==> src/logic/cpu_pkg.sv <==
`default_nettype none

package cpu_pkg;

    localparam int DATA_W    = 8;
    localparam int ADDR_W    = 8;
    localparam int REG_SEL_W = 2;

    localparam int QUEUE_DEPTH = 4;
    localparam int QUEUE_PTR_W = $clog2(QUEUE_DEPTH);
    localparam int QUEUE_CNT_W = $clog2(QUEUE_DEPTH + 1);

    // Opcode field, upper nibble of the first byte
    localparam logic [3:0] OP_MOV_RR  = 4'b0000;
    localparam logic [3:0] OP_MOV_IMM = 4'b0001;
    localparam logic [3:0] OP_JMP_GRP = 4'b0101;
    localparam logic [3:0] OP_AND     = 4'b1000;
    localparam logic [3:0] OP_OR      = 4'b1001;
    localparam logic [3:0] OP_XOR     = 4'b1010;
    localparam logic [3:0] OP_NOT     = 4'b1011;
    localparam logic [3:0] OP_ADD     = 4'b1100;
    localparam logic [3:0] OP_SUB     = 4'b1101;
    localparam logic [3:0] OP_INC     = 4'b1110;
    localparam logic [3:0] OP_DEC     = 4'b1111;

    localparam logic [1:0] COND_ALWAYS = 2'b00;
    localparam logic [1:0] COND_Z      = 2'b01;
    localparam logic [1:0] COND_NZ     = 2'b10;
    localparam logic [1:0] COND_OV     = 2'b11;

    localparam logic [2:0] ALU_AND = 3'b000;
    localparam logic [2:0] ALU_OR  = 3'b001;
    localparam logic [2:0] ALU_XOR = 3'b010;
    localparam logic [2:0] ALU_NOT = 3'b011;
    localparam logic [2:0] ALU_ADD = 3'b100;
    localparam logic [2:0] ALU_SUB = 3'b101;
    localparam logic [2:0] ALU_INC = 3'b110;
    localparam logic [2:0] ALU_DEC = 3'b111;

    localparam int FLAG_OV = 0;
    localparam int FLAG_Z  = 1;

    localparam int         FETCH_STATE_W = 2;
    localparam logic [1:0] FETCH_IDLE    = 2'd0;
    localparam logic [1:0] FETCH_OP      = 2'd1;
    localparam logic [1:0] FETCH_IMM     = 2'd2;

    // Same opcode byte seen as register form or jump form
    typedef union packed {
        struct packed {
            logic [3:0] opcode;
            logic [1:0] rd;
            logic [1:0] rs;
        } r;
        struct packed {
            logic [3:0] opcode;
            logic [1:0] rsvd;
            logic [1:0] cond;
        } j;
    } instr_u;

    function automatic logic [1:0] instr_size(input logic [3:0] opcode);
        if (opcode == OP_MOV_IMM || opcode == OP_JMP_GRP) begin
            return 2'd2;
        end
        return 2'd1;
    endfunction

endpackage

`default_nettype wire

==> src/logic/alu_unit.sv <==
`timescale 1ns/10ps
`default_nettype none

module alu_unit (
    input  wire [2:0]               alu_code,
    input  wire [cpu_pkg::DATA_W-1:0] op_a,
    input  wire [cpu_pkg::DATA_W-1:0] op_b,
    output logic [cpu_pkg::DATA_W-1:0] result,
    output logic [1:0]              flags_next
);

    logic [cpu_pkg::DATA_W:0] wide; // Extra bit holds carry or borrow

    always_comb begin
        case (alu_code)
            cpu_pkg::ALU_AND: wide = {1'b0, op_a & op_b};
            cpu_pkg::ALU_OR:  wide = {1'b0, op_a | op_b};
            cpu_pkg::ALU_XOR: wide = {1'b0, op_a ^ op_b};
            cpu_pkg::ALU_NOT: wide = {1'b0, ~op_a};
            cpu_pkg::ALU_ADD: wide = {1'b0, op_a} + {1'b0, op_b};
            cpu_pkg::ALU_SUB: wide = {1'b0, op_a} - {1'b0, op_b}; // Top bit is borrow
            cpu_pkg::ALU_INC: wide = {1'b0, op_a} + 1'b1;
            cpu_pkg::ALU_DEC: wide = {1'b0, op_a} - 1'b1;
            default:          wide = '0;
        endcase
    end

    assign result = wide[cpu_pkg::DATA_W-1:0];

    always_comb begin
        flags_next = '0;
        flags_next[cpu_pkg::FLAG_OV] = wide[cpu_pkg::DATA_W]; // Zero for logic ops
        flags_next[cpu_pkg::FLAG_Z]  = (result == '0);
    end

endmodule

`default_nettype wire

==> src/logic/instr_fetch.sv <==
`timescale 1ns/10ps
`default_nettype none

module instr_fetch (
    input  wire                        clk,
    input  wire                        sys_rst,
    output logic                       wb_cyc,
    output logic                       wb_stb,
    output logic [cpu_pkg::ADDR_W-1:0] wb_adr,
    input  wire  [cpu_pkg::DATA_W-1:0] wb_dat_i,
    input  wire                        wb_ack,
    input  wire                        full,
    output logic                       push,
    output cpu_pkg::instr_u            push_op,
    output logic [cpu_pkg::DATA_W-1:0] push_imm,
    input  wire                        redirect,
    input  wire  [cpu_pkg::ADDR_W-1:0] redirect_adr
);

    logic [cpu_pkg::FETCH_STATE_W-1:0] state;
    logic [cpu_pkg::ADDR_W-1:0]        pc;
    logic                              discard; // Bus cycle now on the wrong path
    logic                              op_take;
    logic                              imm_take;
    logic                              two_byte;

    assign two_byte = (cpu_pkg::instr_size(wb_dat_i[7:4]) == 2'd2);

    // Byte accepted only if no redirect is pending or arriving
    assign op_take  = (state == cpu_pkg::FETCH_OP) && wb_ack && !redirect && !discard;
    assign imm_take = (state == cpu_pkg::FETCH_IMM) && wb_cyc && wb_ack &&
                      !redirect && !discard;

    always_ff @(posedge clk or posedge sys_rst) begin
        if (sys_rst) begin
            state   <= cpu_pkg::FETCH_IDLE;
            pc      <= '0;
            wb_cyc  <= 1'b0;
            wb_stb  <= 1'b0;
            wb_adr  <= '0;
            discard <= 1'b0;
            push    <= 1'b0;
        end else begin
            push <= op_take && !two_byte || imm_take;
            if (redirect) begin
                pc <= redirect_adr;
            end
            case (state)
                cpu_pkg::FETCH_IDLE: begin
                    // Wait out a pending push so the queue never overflows
                    if (!redirect && !full && !push) begin
                        wb_cyc <= 1'b1;
                        wb_stb <= 1'b1;
                        wb_adr <= pc;
                        state  <= cpu_pkg::FETCH_OP;
                    end
                end
                cpu_pkg::FETCH_OP: begin
                    if (redirect) begin
                        discard <= 1'b1;
                    end
                    if (wb_ack) begin
                        wb_cyc  <= 1'b0;
                        wb_stb  <= 1'b0;
                        discard <= 1'b0;
                        state   <= cpu_pkg::FETCH_IDLE;
                        if (op_take) begin
                            pc <= pc + 1'b1;
                            if (two_byte) begin
                                state <= cpu_pkg::FETCH_IMM;
                            end
                        end
                    end
                end
                cpu_pkg::FETCH_IMM: begin
                    if (!wb_cyc) begin
                        if (redirect) begin
                            state <= cpu_pkg::FETCH_IDLE; // Nothing on the bus yet
                        end else begin
                            wb_cyc <= 1'b1;
                            wb_stb <= 1'b1;
                            wb_adr <= pc;
                        end
                    end else begin
                        if (redirect) begin
                            discard <= 1'b1;
                        end
                        if (wb_ack) begin
                            wb_cyc  <= 1'b0;
                            wb_stb  <= 1'b0;
                            discard <= 1'b0;
                            state   <= cpu_pkg::FETCH_IDLE;
                            if (imm_take) begin
                                pc <= pc + 1'b1;
                            end
                        end
                    end
                end
                default: state <= cpu_pkg::FETCH_IDLE;
            endcase
        end
    end

    always_ff @(posedge clk) begin
        if (op_take) begin
            push_op <= wb_dat_i;
        end
        if (imm_take) begin
            push_imm <= wb_dat_i;
        end
    end

    // Slave acks only inside a strobed bus cycle
    assert property (@(posedge clk) disable iff (sys_rst) wb_ack |-> wb_cyc && wb_stb);

endmodule

`default_nettype wire

==> src/logic/instr_queue.sv <==
`timescale 1ns/10ps
`default_nettype none

module instr_queue (
    input  wire                        clk,
    input  wire                        sys_rst,
    input  wire                        push,
    input  wire  cpu_pkg::instr_u      push_op,
    input  wire  [cpu_pkg::DATA_W-1:0] push_imm,
    output logic                       full,
    input  wire                        pop,
    output logic                       empty,
    output cpu_pkg::instr_u            head_op,
    output logic [cpu_pkg::DATA_W-1:0] head_imm,
    input  wire                        flush
);

    cpu_pkg::instr_u             op_mem  [cpu_pkg::QUEUE_DEPTH];
    logic [cpu_pkg::DATA_W-1:0]  imm_mem [cpu_pkg::QUEUE_DEPTH];
    logic [cpu_pkg::QUEUE_PTR_W-1:0] wr_ptr;
    logic [cpu_pkg::QUEUE_PTR_W-1:0] rd_ptr;
    logic [cpu_pkg::QUEUE_CNT_W-1:0] count;
    logic                            wr_en;
    logic                            rd_en;

    assign full  = (count == cpu_pkg::QUEUE_CNT_W'(cpu_pkg::QUEUE_DEPTH));
    assign empty = (count == '0);
    assign wr_en = push && !full;
    assign rd_en = pop && !empty;

    assign head_op  = op_mem[rd_ptr];
    assign head_imm = imm_mem[rd_ptr];

    always_ff @(posedge clk or posedge sys_rst) begin
        if (sys_rst) begin
            wr_ptr <= '0;
            rd_ptr <= '0;
            count  <= '0;
        end else if (flush) begin
            wr_ptr <= '0; // Push in the same cycle is wrong path
            rd_ptr <= '0;
            count  <= '0;
        end else begin
            if (wr_en) begin
                wr_ptr <= wr_ptr + 1'b1;
            end
            if (rd_en) begin
                rd_ptr <= rd_ptr + 1'b1;
            end
            case ({wr_en, rd_en})
                2'b10:   count <= count + 1'b1;
                2'b01:   count <= count - 1'b1;
                default: count <= count;
            endcase
        end
    end

    always_ff @(posedge clk) begin
        if (wr_en) begin
            op_mem[wr_ptr]  <= push_op;
            imm_mem[wr_ptr] <= push_imm;
        end
    end

    assert property (@(posedge clk) disable iff (sys_rst) !(push && full));
    assert property (@(posedge clk) disable iff (sys_rst) !(pop && empty));

endmodule

`default_nettype wire

==> src/logic/exec_unit.sv <==
`timescale 1ns/10ps
`default_nettype none

module exec_unit (
    input  wire                           clk,
    input  wire                           sys_rst,
    input  wire                           empty,
    input  wire  cpu_pkg::instr_u         head_op,
    input  wire  [cpu_pkg::DATA_W-1:0]    head_imm,
    output logic                          pop,
    output logic                          redirect,
    output logic [cpu_pkg::ADDR_W-1:0]    redirect_adr,
    output logic                          reg_wr_en,
    output logic [cpu_pkg::REG_SEL_W-1:0] reg_wr_addr,
    output logic [cpu_pkg::DATA_W-1:0]    reg_wr_data,
    output logic [1:0]                    flags
);

    logic [cpu_pkg::DATA_W-1:0]    regs [4];
    logic [cpu_pkg::REG_SEL_W-1:0] rd;
    logic [cpu_pkg::REG_SEL_W-1:0] rs;
    logic [1:0]                    cond;
    logic [cpu_pkg::DATA_W-1:0]    op_a;
    logic [cpu_pkg::DATA_W-1:0]    op_b;
    logic [2:0]                    alu_code;
    logic [cpu_pkg::DATA_W-1:0]    alu_result;
    logic [1:0]                    alu_flags;
    logic                          is_alu;
    logic                          is_write;
    logic                          is_jmp;
    logic                          taken;
    logic [cpu_pkg::DATA_W-1:0]    wr_val;

    // Hold off while the queue is being flushed by our own jump
    assign pop = !empty && !redirect;

    assign rd   = head_op.r.rd;
    assign rs   = head_op.r.rs;
    assign cond = head_op.j.cond;
    assign op_a = regs[rd];
    assign op_b = regs[rs];

    always_comb begin
        is_alu   = 1'b1;
        alu_code = cpu_pkg::ALU_AND;
        case (head_op.r.opcode)
            cpu_pkg::OP_AND: alu_code = cpu_pkg::ALU_AND;
            cpu_pkg::OP_OR:  alu_code = cpu_pkg::ALU_OR;
            cpu_pkg::OP_XOR: alu_code = cpu_pkg::ALU_XOR;
            cpu_pkg::OP_NOT: alu_code = cpu_pkg::ALU_NOT;
            cpu_pkg::OP_ADD: alu_code = cpu_pkg::ALU_ADD;
            cpu_pkg::OP_SUB: alu_code = cpu_pkg::ALU_SUB;
            cpu_pkg::OP_INC: alu_code = cpu_pkg::ALU_INC;
            cpu_pkg::OP_DEC: alu_code = cpu_pkg::ALU_DEC;
            default:         is_alu   = 1'b0;
        endcase
    end

    always_comb begin
        is_write = 1'b1;
        case (head_op.r.opcode)
            cpu_pkg::OP_MOV_RR:  wr_val = op_b;
            cpu_pkg::OP_MOV_IMM: wr_val = head_imm;
            default: begin
                wr_val   = alu_result;
                is_write = is_alu; // Unused opcodes fall through as no-ops
            end
        endcase
    end

    assign is_jmp = (head_op.j.opcode == cpu_pkg::OP_JMP_GRP);

    always_comb begin
        case (cond)
            cpu_pkg::COND_ALWAYS: taken = is_jmp;
            cpu_pkg::COND_Z:      taken = is_jmp && flags[cpu_pkg::FLAG_Z];
            cpu_pkg::COND_NZ:     taken = is_jmp && !flags[cpu_pkg::FLAG_Z];
            default:              taken = is_jmp && flags[cpu_pkg::FLAG_OV];
        endcase
    end

    alu_unit alu0 (
        .alu_code   (alu_code),
        .op_a       (op_a),
        .op_b       (op_b),
        .result     (alu_result),
        .flags_next (alu_flags)
    );

    always_ff @(posedge clk or posedge sys_rst) begin
        if (sys_rst) begin
            reg_wr_en <= 1'b0;
            redirect  <= 1'b0;
            flags     <= '0;
            for (int i = 0; i < 4; i++) begin
                regs[i] <= '0;
            end
        end else begin
            reg_wr_en <= pop && is_write;
            redirect  <= pop && taken;
            if (pop && is_write) begin
                regs[rd] <= wr_val;
            end
            if (pop && is_alu) begin
                flags <= alu_flags; // MOV leaves flags alone
            end
        end
    end

    always_ff @(posedge clk) begin
        if (pop && is_write) begin
            reg_wr_addr <= rd;
            reg_wr_data <= wr_val;
        end
        if (pop && taken) begin
            redirect_adr <= head_imm[cpu_pkg::ADDR_W-1:0];
        end
    end

    // Flush must land before the next instruction is taken
    assert property (@(posedge clk) disable iff (sys_rst) redirect |=> empty);

endmodule

`default_nettype wire

==> src/logic/cpu_core.sv <==
`timescale 1ns/10ps
`default_nettype none

module cpu_core (
    input  wire                           clk,
    input  wire                           sys_rst,
    output logic                          wb_cyc,
    output logic                          wb_stb,
    output logic [cpu_pkg::ADDR_W-1:0]    wb_adr,
    input  wire  [cpu_pkg::DATA_W-1:0]    wb_dat_i,
    input  wire                           wb_ack,
    output logic                          reg_wr_en,
    output logic [cpu_pkg::REG_SEL_W-1:0] reg_wr_addr,
    output logic [cpu_pkg::DATA_W-1:0]    reg_wr_data,
    output logic [1:0]                    flags
);

    logic                       push;
    cpu_pkg::instr_u            push_op;
    logic [cpu_pkg::DATA_W-1:0] push_imm;
    logic                       full;
    logic                       pop;
    logic                       empty;
    cpu_pkg::instr_u            head_op;
    logic [cpu_pkg::DATA_W-1:0] head_imm;
    logic                       redirect;
    logic [cpu_pkg::ADDR_W-1:0] redirect_adr;

    instr_fetch fetch0 (
        .clk          (clk),
        .sys_rst      (sys_rst),
        .wb_cyc       (wb_cyc),
        .wb_stb       (wb_stb),
        .wb_adr       (wb_adr),
        .wb_dat_i     (wb_dat_i),
        .wb_ack       (wb_ack),
        .full         (full),
        .push         (push),
        .push_op      (push_op),
        .push_imm     (push_imm),
        .redirect     (redirect),
        .redirect_adr (redirect_adr)
    );

    instr_queue queue0 (
        .clk      (clk),
        .sys_rst  (sys_rst),
        .push     (push),
        .push_op  (push_op),
        .push_imm (push_imm),
        .full     (full),
        .pop      (pop),
        .empty    (empty),
        .head_op  (head_op),
        .head_imm (head_imm),
        .flush    (redirect) // Taken jump drops everything fetched ahead
    );

    exec_unit exec0 (
        .clk          (clk),
        .sys_rst      (sys_rst),
        .empty        (empty),
        .head_op      (head_op),
        .head_imm     (head_imm),
        .pop          (pop),
        .redirect     (redirect),
        .redirect_adr (redirect_adr),
        .reg_wr_en    (reg_wr_en),
        .reg_wr_addr  (reg_wr_addr),
        .reg_wr_data  (reg_wr_data),
        .flags        (flags)
    );

endmodule

`default_nettype wire

==> config.mk <==
export PLATFORM = sky130hd
export DESIGN_NAME = cpu_core
export DESIGN_NICKNAME = d
export VERILOG_FILES = /design/src/logic/cpu_pkg.sv /design/src/logic/alu_unit.sv /design/src/logic/instr_fetch.sv /design/src/logic/instr_queue.sv /design/src/logic/exec_unit.sv /design/src/logic/cpu_core.sv
export SDC_FILE = /design/constraint.sdc
export NUM_CORES = 1
export LEC_CHECK = 0
export BUFFER_PORTS_ARGS = -buffer_cell sky130_fd_sc_hd__buf_2
export CAP_MARGIN = 30
export CELL_PAD_IN_SITES_DETAIL_PLACEMENT = 2
export CELL_PAD_IN_SITES_GLOBAL_PLACEMENT = 2
export CORE_AREA = 2 2 139 141
export DETAILED_ROUTE_END_ITERATION = 8
export DIE_AREA = 0 0 141 143
export HOLD_SLACK_MARGIN = 0.08
export PLACE_DENSITY = 0.84
export SYNTH_ARGS = -nofsm -noshare
export SYNTH_HDL_FRONTEND = slang
export SYNTH_SLANG_ARGS = --single-unit
==> constraint.sdc <==
create_clock -name clk -period 12.15 [get_ports clk]
set_input_delay 1.8225 -clock clk [delete_from_list [all_inputs] [get_ports clk]]
set_output_delay 1.8225 -clock clk [all_outputs]
set_load 0.02 [all_outputs]
==> flow_metrics.env, run 1 <==
export IMPL_arrival_ns=5.72
export IMPL_rsz0062_at_grt="no"
export IMPL_pin_count=34
export IMPL_dpl_hpwl_um=16500
export IMPL_gp_congestion=0.848
export IMPL_critPathMaxFanout=17
export IMPL_die_x_um=141
export IMPL_diodes=0
export IMPL_drv_slew=0
export IMPL_syn_avg_cell_area_um2=13.3
export IMPL_post_cts_buffers=0
export IMPL_root_buffer="clkbuf_16"
export IMPL_netlist_area_leader_share_pct=35.7
export IMPL_cts_clk_slew_worst_paths_ns=0.07
export IMPL_cts_buffer_depth=2
export IMPL_cts_tree="built"
export IMPL_yosysUniqueCellTypes=62
export IMPL_die_area_um2=20200
export IMPL_ys_ff_latch=163
export IMPL_layout_commonest_cell="edfxtp_1"
export IMPL_end_kind="register"
export IMPL_core_area_um2=18600
export IMPL_htreeDepth=4
export IMPL_yosysTopAreaCell="edfxtp_1"
export IMPL_synth_area_top_cells="edfxtp_1 (36%), dfrtp_1 (20%), ha_1 (6.1%)"
export IMPL_drtIter0Drc=368
export IMPL_fmax_mhz=186
export IMPL_hold_viol=0
export IMPL_layout_drive_gt1_share_pct=21.1
export IMPL_drtPass1Iterations=4
export IMPL_syn_nets=673
export IMPL_setup_viol=0
export IMPL_antenna_found_initial=1
export IMPL_wl_per_cell_um=26.5
export IMPL_ctsHoldBuffers=0
export IMPL_synth_edf_count=98
export IMPL_worstHoldPathType="register to register"
export IMPL_setup_slack_ns=6.78
export IMPL_final_nets=708
export IMPL_insertion_delay_ns=0.43
export IMPL_die_h_um=143
export IMPL_drcViolationCount=0
export IMPL_maxCapViolations=0
export IMPL_start_util_pct=44.3
export IMPL_tns_ns=0
export IMPL_syn_to_final_growth_pct=11.7
export IMPL_synth_ff_type="edfxtp_1"
export IMPL_vias=5362
export IMPL_ctsResizeCount=0
export IMPL_rows=50
export IMPL_syn_area_um2=8240
export IMPL_cts_sinks=163
export IMPL_relSlewSlack_pct=34.8
export IMPL_layout_common_cells="edfxtp_1 (98), dfrtp_1 (65), nor2_1 (41), mux2_2 (41), ha_1 (40)"
export IMPL_start_kind="register"
export IMPL_required_ns=12.50
export IMPL_ant_nets=0
export IMPL_fillCellCount=1792
export IMPL_status="complete, no violations"
export IMPL_dpl_worst_slack_ns=6.88
export IMPL_fin_crit_ns=5.37
export IMPL_grt_pass1_wl_um=37100
export IMPL_fin_crit_sh_pct=44.2
export IMPL_syn_inst=620
export IMPL_grt_remaining_overflow=0
export IMPL_grt_max_degree=66
export IMPL_tightest_slew_ns=0.978
export IMPL_skew_ns=0.0196
export IMPL_grt_pass1_vias=6129
export IMPL_ys_warn_count=0
export IMPL_ys_seq_area_share_pct=55.5
export IMPL_postRouteWirelength_um=23900
export IMPL_critPathKind="register to register"
export IMPL_routed_via_density=5.94
export IMPL_port_buffer_count=33
export IMPL_grt_total_usage_pct=25.0
export IMPL_cts_buffers=17
export IMPL_async_flop_share_pct=39.9
-- layer usage --
| metal | global-route usage (%) | up-vias | routed length [um] |
|---|---|---|---|
| met5 | 0 | - | 0 |
| met4 | 6.84 | 0 | 452 |
| met3 | 4.56 | 30 | 774 |
| met2 | 45.9 | 111 | 13000 |
| met1 | 30.3 | 2826 | 9650 |
| li1 | - | 2395 | - |
-- worst paths after layout --
kind / slack [ns] / startpoint / endpoint / cells after the start
max: 6.78 / queue0.rd_ptr[1]$_DFFE_PP0P_ / exec0.regs[30]$_DFFE_PP0P_ / 19
max reg2reg: 6.78 / queue0.rd_ptr[1]$_DFFE_PP0P_ / exec0.regs[30]$_DFFE_PP0P_ / 19
min in group asynchronous: 1.65 / sys_rst / exec0.reg_wr_en$_DFF_PP0_ / 3
max in group asynchronous: 9.94 / sys_rst / exec0.regs[22]$_DFFE_PP0P_ / 3
min: 0.51 / fetch0.push_imm[7]$_DFFE_PP_ / queue0.imm_mem[0][7]$_DFFE_PP_ / 0
min reg2reg: 0.51 / fetch0.push_imm[7]$_DFFE_PP_ / queue0.imm_mem[0][7]$_DFFE_PP_ / 0
-- synth_stat cells (all sizes together), types with 5 or more instances --
| cell type | instances |
|---|---|
| edfxtp | 98 |
| dfrtp | 65 |
| mux2 | 41 |
| nor2 | 41 |
| ha | 40 |
| mux2i | 37 |
| inv | 36 |
| nand2 | 33 |
| a21oi | 31 |
| mux4 | 23 |
| o21ai | 19 |
| buf | 13 |
| xnor2 | 10 |
| clkbuf | 9 |
| nor3b | 8 |
| nor2b | 7 |
| nor3 | 7 |
| a211oi | 6 |
| a221o | 6 |
| and2 | 6 |
| and3 | 6 |
| nand2b | 6 |
| nand3 | 5 |
| o21a | 5 |
-- registers in the layout, summed over array words and instances (netlist names), 2 cells and up --
register            flops
exec0.flags             2
exec0.regs             32
queue0.rd_ptr           2
queue0.count            3
fetch0.wb_adr           8
fetch0.pc               8
exec0.reg_wr_data       8
exec0.reg_wr_addr       2
fetch0.push_imm         8
fetch0.push_op          8
queue0.op_mem          32
exec0.redirect_adr      8
fetch0.state            2
queue0.wr_ptr           2
queue0.imm_mem         32
-- critical path, cell delays in order (launching register included) --
cell	delay, ns
dfrtp_1	0.87
mux4_2	0.58
inv_1	0.20
mux2i_1	0.45
inv_1	0.17
ha_1	0.25
inv_1	0.10
nor2_1	0.07
nand2_1	0.10
nor2_1	0.05
xnor2_1	0.16
a21oi_1	0.10
ha_1	0.41
or4b_2	0.61
o2111ai_1	0.11
a211oi_1	0.09
mux2i_1	0.17
o21a_1	0.16
a2bb2oi_1	0.40
mux2_2	0.24
-- layout make-up --
| type | count | area (um^2) | area share [%] |
|---|---|---|---|
| tap | 234 | 293 | 3.18 |
| inverter | 36 | 135 | 1.47 |
| clock buffer | 18 | 429 | 4.66 |
| sequential | 163 | 4570 | 49.6 |
| timing repair buffer | 38 | 203 | 2.20 |
| multi-input combinational | 399 | 3420 | 37.2 |
| clock inverter | 14 | 153 | 1.66 |
-- per-stage QoR --
step,hold WS (ns),std cells,utilization [%],cell area (um^2)
4_1_cts,0.509,902,49.5,9200
5_1_grt,0.529,902,49.5,9200
3_3_place_gp,0.470,869,46.4,8610
3_5_place_dp,0.486,870,46.4,8620
2_1_floorplan,0.456,620,-,8240
6_report,0.506,902,49.5,9200
-- kinds of logic after synthesis --
logic type      after synthesis  synth area share, %
flops                       163                 55.5
simple gates                133                 8.17
compound gates              110                 8.99
mux                         101                 16.4
buf+inv                      58                 2.98
fa+ha+maj                    42                 6.56
xor+xnor                     13                 1.38
Power of run 1 is left out: the tool's default activity adds up to more than one toggle a clock period on the data nets, which glitch-free logic cannot reach.
==> inputs of run 2 (changes only) <==
ABC_AREA = 1   (was unset)
CORE_AREA = 2 2 154 156   (was 2 2 139 141)
DIE_AREA = 0 0 156 158   (was 0 0 141 143)
PLACE_DENSITY = 0.83   (was 0.84)
clock period = 5.28 ns   (was 12.15 ns; I/O delays follow)
==> run 2 against run 1 <==
  * Core utilization down 6.5 points
  * Maximum frequency is 16% higher
  * Clock-buffer cell count down 1
==> flow_metrics.env, run 2 <==
export IMPL_status="complete, no violations"
export IMPL_grt_max_degree=66
export IMPL_r2r_cells=25
export IMPL_yosys_top_cells_count="nand2_1 (308), inv_1 (114), edfxtp_1 (98)"
export IMPL_port_buffer_count=33
export IMPL_grt_remaining_overflow=0
export IMPL_required_ns=5.58
export IMPL_die_x_um=156
export IMPL_top_regs="exec0.regs: 32 flops, queue0.imm_mem: 32 flops, queue0.op_mem: 32 flops"
export IMPL_syn_area_um2=8860
export IMPL_wl_per_cell_um=21.1
export IMPL_postRouteWirelength_um=28500
export IMPL_drtIter0Drc=302
export IMPL_post_cts_buffers=0
export IMPL_grt_pass1_wl_um=45000
export IMPL_stdcell_count=1352
export IMPL_root_buffer="clkbuf_16"
export IMPL_skew_ns=0.0185
export IMPL_drtPass1Iterations=6
export IMPL_synth_ff_type="edfxtp_1"
export IMPL_syn_to_final_growth_pct=12.0
export IMPL_critPathMaxFanout=33
export IMPL_ys_warn_count=0
export IMPL_htreeDepth=4
export IMPL_yosysTopAreaCell="edfxtp_1"
export IMPL_multi_input_area_um2=3650
export IMPL_hold_viol=0
export IMPL_pin_count=34
export IMPL_fin_crit_sh_pct=87.8
export IMPL_yosysUniqueCellTypes=49
export IMPL_syn_nets=1061
export IMPL_end_kind="register"
export IMPL_ys_ff_latch=163
export IMPL_drv_slew=0
export IMPL_hold_depth=2
export IMPL_yosysMostFrequentCell="nand2_1"
export IMPL_arrival_ns=4.94
export IMPL_synth_edf_count=98
export IMPL_ctsHoldBuffers=0
export IMPL_final_nets=1102
export IMPL_routed_via_density=5.32
export IMPL_fmax_mhz=216
export IMPL_gp_congestion=0.866
export IMPL_layout_commonest_cell="nand2_1"
export IMPL_synth_area_top_cells="edfxtp_1 (33%), dfrtp_1 (18%), nand2_1 (13%)"
export IMPL_rows=56
export IMPL_insertion_delay_ns=0.44
export IMPL_regArea_um2=4570
export IMPL_netlist_area_leader_share_pct=33.2
export IMPL_die_area_um2=24600
export IMPL_vias=7193
export IMPL_start_util_pct=38.4
export IMPL_dpl_hpwl_um=20700
export IMPL_final_util_pct=43.0
export IMPL_maxCapViolations=0
export IMPL_place_inst=1318
export IMPL_async_flop_share_pct=39.9
export IMPL_fin_crit_ns=4.63
export IMPL_rsz0062_at_grt="no"
export IMPL_tns_ns=0
export IMPL_grt_total_usage_pct=24.3
export IMPL_ctsResizeCount=0
export IMPL_critPathKind="register to register"
export IMPL_ant_nets=0
export IMPL_fillCellCount=2544
export IMPL_die_h_um=158
export IMPL_ys_seq_area_share_pct=51.6
export IMPL_diodes=0
export IMPL_drcViolationCount=0
export IMPL_tightest_slew_ns=0.916
export IMPL_cts_buffers=17
export IMPL_syn_avg_cell_area_um2=8.79
export IMPL_worstHoldPathType="register to register"
export IMPL_setup_viol=0
export IMPL_layout_common_cells="nand2_1 (308), inv_1 (113), edfxtp_1 (98)"
export IMPL_cts_sinks=163
export IMPL_antenna_found_initial=0
export IMPL_cts_clk_slew_worst_paths_ns=0.08
export IMPL_start_kind="register"
export IMPL_grt_pass1_vias=7976
export IMPL_core_area_um2=23100
export IMPL_layout_drive_gt1_share_pct=12.5
export IMPL_relSlewSlack_pct=38.9
export IMPL_cts_tree="built"
export IMPL_cts_buffer_depth=2
export IMPL_syn_inst=1008
[run 2: cell types whose count changed after synthesis, sizes merged, moves of 10 or more]
cell and delta:
nand2 +290, inv +86, nand3 +75, o21ai +59
mux2 -40, nor2 +38, mux2i -35, mux4 -23
a21oi -14, o22ai +10
[run 2: per-layer routing]
layer	vias to the layer above	GRT usage, %	share of wire (%)	routed length [um]
met3	30	2.49	3.3	953
met1	3667	31.2	44	12500
met2	117	43.8	51	14600
li1	3379	-	-	-
met5	-	0	0	0
met4	0	6.60	1.5	438
[run 2: cells by family after synthesis]
group | share of synthesized area [%]
multiplexers | 0.353
flip-flops | 51.6
AO/OA/AOI/OAI | 8.36
buffers and inverters | 7.25
XOR/XNOR | 0.989
adder cells (fa/ha/maj) | 6.10
AND/OR/NAND/NOR | 25.3
[run 2: path summary, 6_finish.rpt]
kind                                                   start                      endpoint  slack [ns]
worst max-delay path            queue0.rd_ptr[0]$_DFFE_PP0P_     exec0.regs[7]$_DFFE_PP0P_        0.65
worst min-delay path            fetch0.wb_adr[2]$_DFFE_PP0P_  fetch0.wb_adr[2]$_DFFE_PP0P_        0.49
worst max register to register  queue0.rd_ptr[0]$_DFFE_PP0P_     exec0.regs[7]$_DFFE_PP0P_        0.65
worst min register to register  fetch0.wb_adr[2]$_DFFE_PP0P_  fetch0.wb_adr[2]$_DFFE_PP0P_        0.49
max in group asynchronous                            sys_rst     exec0.regs[7]$_DFFE_PP0P_        4.05
min in group asynchronous                            sys_rst  fetch0.wb_adr[6]$_DFFE_PP0P_        0.63
[run 2: final cells by class]
class	instances	area share (%)
repair buffers	49	2.88
multi-input cells	695	36.8
clock buffers	17	4.29
inverters	123	4.68
clock inverters	15	1.65
well taps	290	3.66
flip-flops and latches	163	46.1
[run 2: worst max-delay path, cell delays in order (launching register included)]
cell and delay (ns):
dfrtp_1 0.51, inv_4 0.32, nand2_1 0.11, nand3_1 0.12, nand2_1 0.10, inv_1 0.35
nand2_1 0.11, nand3_1 0.10, nand2_1 0.14, inv_1 0.13, ha_1 0.20, nand3_1 0.11
nor2_2 0.19, xor2_1 0.16, nand2_1 0.06, nand2_1 0.08, ha_1 0.26, a21oi_1 0.30
o21a_1 0.19, nand3_1 0.08, nand3_1 0.18, nand3_1 0.10, nor2_1 0.28, o21bai_4 0.12
nand2_1 0.08, o21ai_1 0.09
[run 2: metrics by stage]
| stage | hold slack, ns | area (um^2) | worst slack, ns |
|---|---|---|---|
| final | 0.486 | 9920 | 0.647 |
| after global routing | 0.517 | 9920 | 0.218 |
| after global placement | 0.465 | 9310 | 0.961 |
| after floorplan | 0.449 | 8860 | 1.92 |
| after CTS | 0.492 | 9910 | 0.669 |
| after detailed placement | 0.474 | 9320 | 0.761 |
Power of run 2 is left out for the same reason.
